`src/hw/uart_pkg.sv`:
```
`default_nettype none

package uart_pkg;

	//////////////////////////////////////////////////
	// Data and counter types
	//////////////////////////////////////////////////

	// One serial data byte
	typedef logic [7:0] data_t;

	// Divider count, clock cycles per oversample tick
	typedef logic [15:0] div_t;

	//////////////////////////////////////////////////
	// Serial frame constants
	//////////////////////////////////////////////////

	// Ticks per bit time
	localparam int unsigned OVERSAMPLE = 16;

	// Data bits per frame, no parity, one stop bit
	localparam int unsigned DATA_BITS = 8;

	// Receiver states
	typedef enum logic [1:0] {
		rx_idle,
		rx_start,
		rx_data,
		rx_stop
	} rx_state_t;

	// Transmitter states
	typedef enum logic [1:0] {
		tx_idle,
		tx_start,
		tx_data,
		tx_stop
	} tx_state_t;

endpackage

`default_nettype wire

```
`src/hw/baud_gen.sv`:
```
`timescale 1ns/10ps
`default_nettype none

module baud_gen #(
	parameter uart_pkg::div_t clk_div = 16'd4
) (
	input  wire  clk,
	input  wire  rst_n,
	output logic tick
);
	import uart_pkg::*;

	// Count runs from clk_div-1 down to zero
	localparam div_t reload = clk_div - div_t'(1);

	// Down-counter state
	div_t cnt;

	always_ff @(posedge clk)
	begin
		if (!rst_n)
		begin
			// Restart a full period after reset
			cnt <= reload;
		end
		else if (cnt == '0)
		begin
			// Wrap back to the top
			cnt <= reload;
		end
		else
		begin
			cnt <= cnt - 1'b1;
		end
	end

	// One cycle high per wrap
	// With clk_div of 1 the count stays at zero and tick is always high
	assign tick = (cnt == '0);

endmodule

`default_nettype wire

```
`src/hw/rx_buffer.sv`:
```
`timescale 1ns/10ps
`default_nettype none

module rx_buffer (
	input  wire             clk,
	input  wire             rst_n,
	input  wire             rx_done,
	input  wire  uart_pkg::data_t rx_byte,
	input  wire             rd,
	output uart_pkg::data_t r_data,
	output logic            rx_empty,
	output logic            rx_overrun
);

	// Read only counts while a byte is held
	logic rd_ok;

	assign rd_ok = rd & ~rx_empty;

	//////////////////////////////////////////////////
	// Empty flag and overrun pulse
	//////////////////////////////////////////////////

	always_ff @(posedge clk)
	begin
		if (!rst_n)
		begin
			rx_empty   <= 1'b1;
			rx_overrun <= 1'b0;
		end
		else
		begin
			// Capture into a full register that is not being read
			// in the same cycle loses the old byte
			rx_overrun <= rx_done & ~rx_empty & ~rd;

			if (rx_done)
			begin
				// Capture wins over a read in the same cycle
				rx_empty <= 1'b0;
			end
			else if (rd_ok)
			begin
				rx_empty <= 1'b1;
			end
		end
	end

	// Holding register
	// Loaded on every done strobe, overwrite when full
	always_ff @(posedge clk)
	begin
		if (rx_done)
			r_data <= rx_byte;
	end

endmodule

`default_nettype wire

```
`src/hw/tx_buffer.sv`:
```
`timescale 1ns/10ps
`default_nettype none

module tx_buffer (
	input  wire             clk,
	input  wire             rst_n,
	input  wire             wr,
	input  wire  uart_pkg::data_t w_data,
	input  wire             tx_busy,
	output logic            tx_full,
	output logic            tx_start,
	output uart_pkg::data_t tx_byte
);

	// Write is dropped while the register is full
	logic wr_ok;

	// Held byte and an idle serializer
	logic release_ok;

	assign wr_ok      = wr & ~tx_full;
	assign release_ok = tx_full & ~tx_busy;

	always_ff @(posedge clk)
	begin
		if (!rst_n)
		begin
			tx_full  <= 1'b0;
			tx_start <= 1'b0;
		end
		else
		begin
			// One-cycle strobe, full clears on the same edge
			tx_start <= release_ok;
			if (release_ok)
				tx_full <= 1'b0;
			else if (wr_ok)
				tx_full <= 1'b1;
		end
	end

	// Serializer latches on tx_start, so a new write may land the cycle after
	always_ff @(posedge clk)
	begin
		if (wr_ok)
			tx_byte <= w_data;
	end

endmodule

`default_nettype wire

```
`src/hw/uart_rx.sv`:
```
`timescale 1ns/10ps
`default_nettype none

module uart_rx (
	input  wire             clk,
	input  wire             rst_n,
	input  wire             rx,
	input  wire             tick,
	output logic            rx_done,
	output uart_pkg::data_t rx_byte,
	output logic            frame_err
);
	import uart_pkg::*;

	localparam int unsigned tick_w = $clog2(OVERSAMPLE);
	localparam int unsigned bit_w = $clog2(DATA_BITS);

	// Half a bit time for the start check, a full bit time per sample
	localparam logic [tick_w-1:0] mid_tick = tick_w'(OVERSAMPLE / 2 - 1);
	localparam logic [tick_w-1:0] last_tick = tick_w'(OVERSAMPLE - 1);
	localparam logic [bit_w-1:0] last_bit = bit_w'(DATA_BITS - 1);

	rx_state_t state;
	logic [tick_w-1:0] tick_cnt;
	logic [bit_w-1:0] bit_cnt;

	// Two-flop synchronizer and edge history
	logic rx_meta;
	logic rx_sync;
	logic rx_prev;

	logic fall;
	logic sample;

	//////////////////////////////////////////////////
	// Input synchronizer
	//////////////////////////////////////////////////

	always_ff @(posedge clk)
	begin
		if (!rst_n)
		begin
			// Idle line is high, so no false edge out of reset
			rx_meta <= 1'b1;
			rx_sync <= 1'b1;
			rx_prev <= 1'b1;
		end
		else
		begin
			rx_meta <= rx;
			rx_sync <= rx_meta;
			rx_prev <= rx_sync;
		end
	end

	// High to low on the synchronized line
	assign fall = rx_prev & ~rx_sync;

	// Bit-centre sample point in data and stop states
	assign sample = tick && (tick_cnt == last_tick);

	//////////////////////////////////////////////////
	// Receive FSM
	//////////////////////////////////////////////////

	always_ff @(posedge clk)
	begin
		if (!rst_n)
		begin
			state     <= rx_idle;
			tick_cnt  <= '0;
			bit_cnt   <= '0;
			rx_done   <= 1'b0;
			frame_err <= 1'b0;
		end
		else
		begin
			// Strobes last one cycle
			rx_done   <= 1'b0;
			frame_err <= 1'b0;
			case (state)
				rx_idle:
				begin
					if (fall)
					begin
						state    <= rx_start;
						tick_cnt <= '0;
					end
				end
				rx_start:
				begin
					if (tick)
					begin
						if (tick_cnt == mid_tick)
						begin
							// Still low at mid-bit, else a glitch
							tick_cnt <= '0;
							bit_cnt  <= '0;
							state    <= rx_sync ? rx_idle : rx_data;
						end
						else
						begin
							tick_cnt <= tick_cnt + 1'b1;
						end
					end
				end
				rx_data:
				begin
					if (sample)
					begin
						tick_cnt <= '0;
						if (bit_cnt == last_bit)
							state <= rx_stop;
						else
							bit_cnt <= bit_cnt + 1'b1;
					end
					else if (tick)
					begin
						tick_cnt <= tick_cnt + 1'b1;
					end
				end
				rx_stop:
				begin
					if (sample)
					begin
						tick_cnt <= '0;
						state    <= rx_idle;
						// Good stop bit gives done, low stop bit gives framing error
						if (rx_sync)
							rx_done <= 1'b1;
						else
							frame_err <= 1'b1;
					end
					else if (tick)
					begin
						tick_cnt <= tick_cnt + 1'b1;
					end
				end
				default:
				begin
					state <= rx_idle;
				end
			endcase
		end
	end

	// LSB first, so each new bit enters at the top
	always_ff @(posedge clk)
	begin
		if (state == rx_data && sample)
			rx_byte <= {rx_sync, rx_byte[DATA_BITS-1:1]};
	end

endmodule

`default_nettype wire

```
`src/hw/uart_top.sv`:
```
`timescale 1ns/10ps
`default_nettype none

module uart_top #(
	parameter uart_pkg::div_t clk_div = 16'd4
) (
	input  wire             clk,
	input  wire             rst_n,
	// Serial pins
	input  wire             rx,
	output logic            tx,
	// Receive side
	input  wire             rd,
	output uart_pkg::data_t r_data,
	output logic            rx_empty,
	output logic            rx_overrun,
	output logic            frame_err,
	// Transmit side
	input  wire             wr,
	input  wire  uart_pkg::data_t w_data,
	output logic            tx_full
);
	import uart_pkg::*;

	// Oversample pacing for both directions
	logic tick;

	// Receiver to holding register
	logic rx_done;
	data_t rx_byte;

	// Holding register to serializer
	logic tx_start;
	data_t tx_byte;
	logic tx_busy;

	//////////////////////////////////////////////////
	// Tick generator
	//////////////////////////////////////////////////

	baud_gen #(
		.clk_div (clk_div)
	) u_baud_gen (
		.clk   (clk),
		.rst_n (rst_n),
		.tick  (tick)
	);

	//////////////////////////////////////////////////
	// Receive path
	//////////////////////////////////////////////////

	uart_rx u_uart_rx (
		.clk       (clk),
		.rst_n     (rst_n),
		.rx        (rx),
		.tick      (tick),
		.rx_done   (rx_done),
		.rx_byte   (rx_byte),
		.frame_err (frame_err)
	);

	rx_buffer u_rx_buffer (
		.clk        (clk),
		.rst_n      (rst_n),
		.rx_done    (rx_done),
		.rx_byte    (rx_byte),
		.rd         (rd),
		.r_data     (r_data),
		.rx_empty   (rx_empty),
		.rx_overrun (rx_overrun)
	);

	//////////////////////////////////////////////////
	// Transmit path
	//////////////////////////////////////////////////

	tx_buffer u_tx_buffer (
		.clk      (clk),
		.rst_n    (rst_n),
		.wr       (wr),
		.w_data   (w_data),
		.tx_busy  (tx_busy),
		.tx_full  (tx_full),
		.tx_start (tx_start),
		.tx_byte  (tx_byte)
	);

	uart_tx u_uart_tx (
		.clk      (clk),
		.rst_n    (rst_n),
		.tick     (tick),
		.tx_start (tx_start),
		.tx_byte  (tx_byte),
		.tx       (tx),
		.tx_busy  (tx_busy)
	);

endmodule

`default_nettype wire

```
`src/hw/uart_tx.sv`:
```
`timescale 1ns/10ps
`default_nettype none

module uart_tx (
	input  wire             clk,
	input  wire             rst_n,
	input  wire             tick,
	input  wire             tx_start,
	input  wire  uart_pkg::data_t tx_byte,
	output logic            tx,
	output logic            tx_busy
);
	import uart_pkg::*;

	localparam int unsigned tick_w = $clog2(OVERSAMPLE);
	localparam int unsigned bit_w = $clog2(DATA_BITS);
	localparam logic [tick_w-1:0] last_tick = tick_w'(OVERSAMPLE - 1);
	localparam logic [bit_w-1:0] last_bit = bit_w'(DATA_BITS - 1);

	tx_state_t state;
	logic [tick_w-1:0] tick_cnt;
	logic [bit_w-1:0] bit_cnt;

	// Byte being sent, shifted right as bits go out
	data_t shreg;

	// Bit boundary, every OVERSAMPLE ticks
	logic bit_end;

	assign bit_end = tick && (tick_cnt == last_tick);

	//////////////////////////////////////////////////
	// Transmit FSM
	//////////////////////////////////////////////////

	always_ff @(posedge clk)
	begin
		if (!rst_n)
		begin
			state    <= tx_idle;
			tick_cnt <= '0;
			bit_cnt  <= '0;
			tx       <= 1'b1;
			tx_busy  <= 1'b0;
		end
		else
		begin
			// Bit timer runs in every active state
			if (state != tx_idle && tick)
				tick_cnt <= bit_end ? '0 : tick_cnt + 1'b1;

			case (state)
				tx_idle:
				begin
					if (tx_start)
					begin
						// Busy right away, start bit waits for a tick
						tx_busy <= 1'b1;
					end
					else if (tx_busy && tick)
					begin
						tx       <= 1'b0;
						tick_cnt <= '0;
						state    <= uart_pkg::tx_start;
					end
				end
				uart_pkg::tx_start:
				begin
					if (bit_end)
					begin
						tx      <= shreg[0];
						bit_cnt <= '0;
						state   <= tx_data;
					end
				end
				tx_data:
				begin
					if (bit_end)
					begin
						if (bit_cnt == last_bit)
						begin
							// Stop bit
							tx    <= 1'b1;
							state <= tx_stop;
						end
						else
						begin
							tx      <= shreg[0];
							bit_cnt <= bit_cnt + 1'b1;
						end
					end
				end
				tx_stop:
				begin
					// Free only after the full stop bit
					if (bit_end)
					begin
						tx_busy <= 1'b0;
						state   <= tx_idle;
					end
				end
				default:
				begin
					tx    <= 1'b1;
					state <= tx_idle;
				end
			endcase
		end
	end

	// Latch on start, then drop one bit per boundary
	always_ff @(posedge clk)
	begin
		if (state == tx_idle && tx_start)
			shreg <= tx_byte;
		else if ((state == uart_pkg::tx_start || state == tx_data) && bit_end)
			shreg <= shreg >> 1;
	end

endmodule

`default_nettype wire

```
`config.mk`:
```
export PLATFORM = sky130hd
export DESIGN_NAME = uart_top
export DESIGN_NICKNAME = d
export VERILOG_FILES = /design/src/hw/uart_pkg.sv /design/src/hw/baud_gen.sv /design/src/hw/rx_buffer.sv /design/src/hw/tx_buffer.sv /design/src/hw/uart_rx.sv /design/src/hw/uart_top.sv /design/src/hw/uart_tx.sv
export SDC_FILE = /design/constraint.sdc
export NUM_CORES = 1
export LEC_CHECK = 0
export BUFFER_PORTS_ARGS = -buffer_cell sky130_fd_sc_hd__buf_2
export CAP_MARGIN = 20
export CORE_MARGIN = 4
export CORE_UTILIZATION = 40
export DETAILED_ROUTE_END_ITERATION = 8
export GPL_TIMING_DRIVEN = 0
export PLACE_DENSITY = 0.59
export REMOVE_ABC_BUFFERS = 1
export SLEW_MARGIN = 10
export SYNTH_ARGS = -nofsm -noshare
export SYNTH_HDL_FRONTEND = slang
export SYNTH_SLANG_ARGS = --single-unit
```
`constraint.sdc`:
```
create_clock -name clk -period 4.79 [get_ports clk]
set_clock_uncertainty 0.15 [all_clocks]
set_input_delay 0.479 -clock clk [delete_from_list [all_inputs] [get_ports clk]]
set_output_delay 0.479 -clock clk [all_outputs]
set_load 0.005 [all_outputs]
```
==> impl_metrics.csv <==
group,metric,value,unit
drt,drc,0,
cts,post_cts_resized,0,
logic_synthesis,synth_area,0.00322,mm²
critical_path,path_cells,"inv_1 > ha_1 > or3b_2 > nor4_4 > nand3_1 > o21ai_0 > clkbuf_2",
logic_synthesis,yosysUniqueCellTypes,52,
die,die_y,97.8,µm
logic_synthesis,synth_warnings,0,
timing,rsz0062_at_grt,"no",
grt,antenna_found_initial,0,
critical_path,path_class,"flop to flop",
logic_synthesis,syn_area_per_cell,11.2,µm²
place,dp.final_hpwl,3810,µm
logic_synthesis,syn_inst,289,
cts,cts_tree,"yes",
cells_and_area,layout_common_cells,"dfxtp_1, nor2_1, edfxtp_1",
die,die_w,97.8,µm
drt,drtPass1Iterations,6,
cells_and_area,fillers,754,
timing,fmax,330,MHz
drt,antenna_left,0,
drt,wl_per_cell,12.8,µm
cells_and_area,final_nets,345,
cts,root_buffer,"clkbuf_8",
logic_synthesis,seq_area_frac_synth,57.8,%
timing,setup_violations,0,
grt,track_usage,12.1,%
place,portBuffers,25,
cts,numCtsBuffers,9,
logic_synthesis,synth-main-ff-cell,"dfxtp_1",
cts,postCtsHoldBufs,0,
cells_and_area,final_common_cell,"dfxtp_1",
place,numPlacedInstances,409,
critical_path,slowest_delay,0.58,ns
cts,clkTransAtPathRegs,0.08,ns
timing,tns,0,ns
critical_path,critPathRequiredTime,4.70,ns
cts,max-clock-path-buffers,2,
cells_and_area,num_antenna_cells,0,
grt,grt_max_degree,18,
cells_and_area,syn_to_final_growth,13.3,%
timing,slew_headroom,30.1,%
cts,clk_latency,0.35,ns
drt,drt-total-wl,5480,µm
grt,grt_first_pass_wirelength,9450,µm
place,dp_slack,1.46,ns
cells_and_area,layout-drive-gt1-share,19.7,%
power,powerDensity,369,mW/mm²
die,rows,32,
timing,setup_slack,1.76,ns
die,io_pins,26,
timing,tightest_slew,1.04,ns
die,coreArea,0.00777,mm²
logic_synthesis,synth_edf_count,32,
timing,post-route-min-period,3.03,ns
run,max_cap_viol_count,0,
cts,cts_sinks,77,
cts,ctsHtreeMaxLevel,3,
logic_synthesis,ys_ff_latch,77,
logic_synthesis,ys_async_sr_fraction,0,%
cells_and_area,instances_no_fill,427,
power,ir_worst_vdd,0.232,mV
grt,first_global_vias,2042,
critical_path,end_kind,"flop",
timing,fin_crit_sh,63.2,%
critical_path,crit_fanout,6,
critical_path,start_kind,"flop",
die,dieArea,0.00956,mm²
grt,overflow,0,
cells_and_area,final_core_util,47.0,%
drt,drtIter0Drc,153,
hold_path,hold_path.class,"input pin to flop",
drt,vias,2121,
place,gp_congestion,0.723,
die,initial_core_util,41.5,%
timing,drv_slew,0,
run_status,status,"completed",
drt,vias_per_cell,4.97,
critical_path,crit_slowest_cell,"o21ai_0",
critical_path,crit_arrival,2.93,ns
power,power_leakage,1.38,nW
timing,hold_viol,0,
cts,cts_setup_buffers,0,
power,total_power,0.00135,W
-- registers in the layout, indices dropped and copies added, names as in the netlist, 2 cells and up, named ones only --
signal               count
u_baud_gen.cnt          16
u_rx_buffer.r_data       8
u_tx_buffer.tx_byte      8
u_uart_rx.bit_cnt        3
u_uart_rx.rx_byte        8
u_uart_rx.tick_cnt       4
u_uart_tx.bit_cnt        3
u_uart_tx.shreg          8
u_uart_tx.state          2
u_uart_tx.tick_cnt       4
-- per-layer routing --
layer | global-route usage (%) | wire length, µm
met4 | 5.11 | 81
met1 | 15.9 | 2760
met3 | 3.71 | 172
met5 | 0 | 0
met2 | 18.6 | 2470
-- final cells by class --
cell class / instances / area (µm²) / share of cell area, %
inverter: 10 / 37.5 / 1.03
timing repair buffer: 28 / 145 / 3.98
multi-input combinational: 194 / 1300 / 35.5
tap: 102 / 128 / 3.50
clock buffer: 9 / 124 / 3.39
sequential: 77 / 1860 / 51.0
clock inverter: 7 / 58.8 / 1.61
-- worst paths after layout --
kind / startpoint / endpoint / slack [ns] / cells past startpoint
setup / recovery: u_baud_gen.cnt[0] / u_uart_tx.shreg[2] / 1.76 / 7
hold / removal: w_data[7] / u_tx_buffer.tx_byte[7] / 0.15 / 1
setup reg to reg: u_baud_gen.cnt[0] / u_uart_tx.shreg[2] / 1.76 / 7
hold reg to reg: u_uart_rx.rx_meta / u_uart_rx.rx_sync / 0.26 / 1
-- critical path: cells and delay by family, from the launching register on --
family / cells / cell delay (ns)
compound gates: 1 / 0.58
fa+ha+maj: 1 / 0.17
buf+inv: 2 / 0.34
flops: 1 / 0.34
simple gates: 3 / 1.17
-- kinds of logic after synthesis --
kind of cell / after synthesis / synth area share (%)
AND/OR/NAND/NOR: 110 / 18.5
flip-flops: 77 / 57.8
AO/OA/AOI/OAI: 48 / 9.55
buffers and inverters: 18 / 2.21
XOR/XNOR: 12 / 3.26
multiplexers: 12 / 4.04
adder cells (fa/ha/maj): 12 / 4.66
-- synth_stat cells, types with 2 or more instances --
master    instances  share of area (%)
a21oi_1          17                2.6
and3_1            4               0.78
xor2_1            5                1.4
nor2_1           34                4.0
or3_1             3               0.58
mux2_2            8                2.8
nand4_1           3               0.58
or2_2             4               0.78
nor4_1            4               0.78
buf_2             3               0.47
and2_1            3               0.58
or4_1             4               0.93
a22oi_1           3               0.70
or4_4             2               0.70
nand2_1          20                2.3
nand3_1           6               0.93
dfxtp_1          45                 28
nand3b_1          2               0.47
inv_1             9                1.0
mux2i_1           4                1.2
nor2b_1           4               0.78
ha_1             12                4.7
o21ai_0          11                1.7
xnor2_1           7                1.9
nor3_1            3               0.47
o31ai_1           3               0.70
edfxtp_1         32                 30
nand2b_1          4               0.78
a22o_1            2               0.54
clkbuf_1          5               0.58
a31oi_1           2               0.39
-- power by group --
part | total (W) | leakage (nW) | internal, W | switching [W]
sequential | 0.000733 | 0.659 | 0.000710 | 0.0000230
clock | 0.000455 | 0.0921 | 0.000196 | 0.000259
combinational | 0.000160 | 0.624 | 0.0000660 | 0.0000945
-- metrics by stage --
stage               instance area, µm²  hold WS (ns)
floorplan                         3190         0.236
global placement                  3440         0.243
detailed placement                3460         0.245
CTS                               3640         0.127
global route                      3650         0.121
finish                            3650         0.149
No activity file was read; power rests on OpenSTA's default activity.
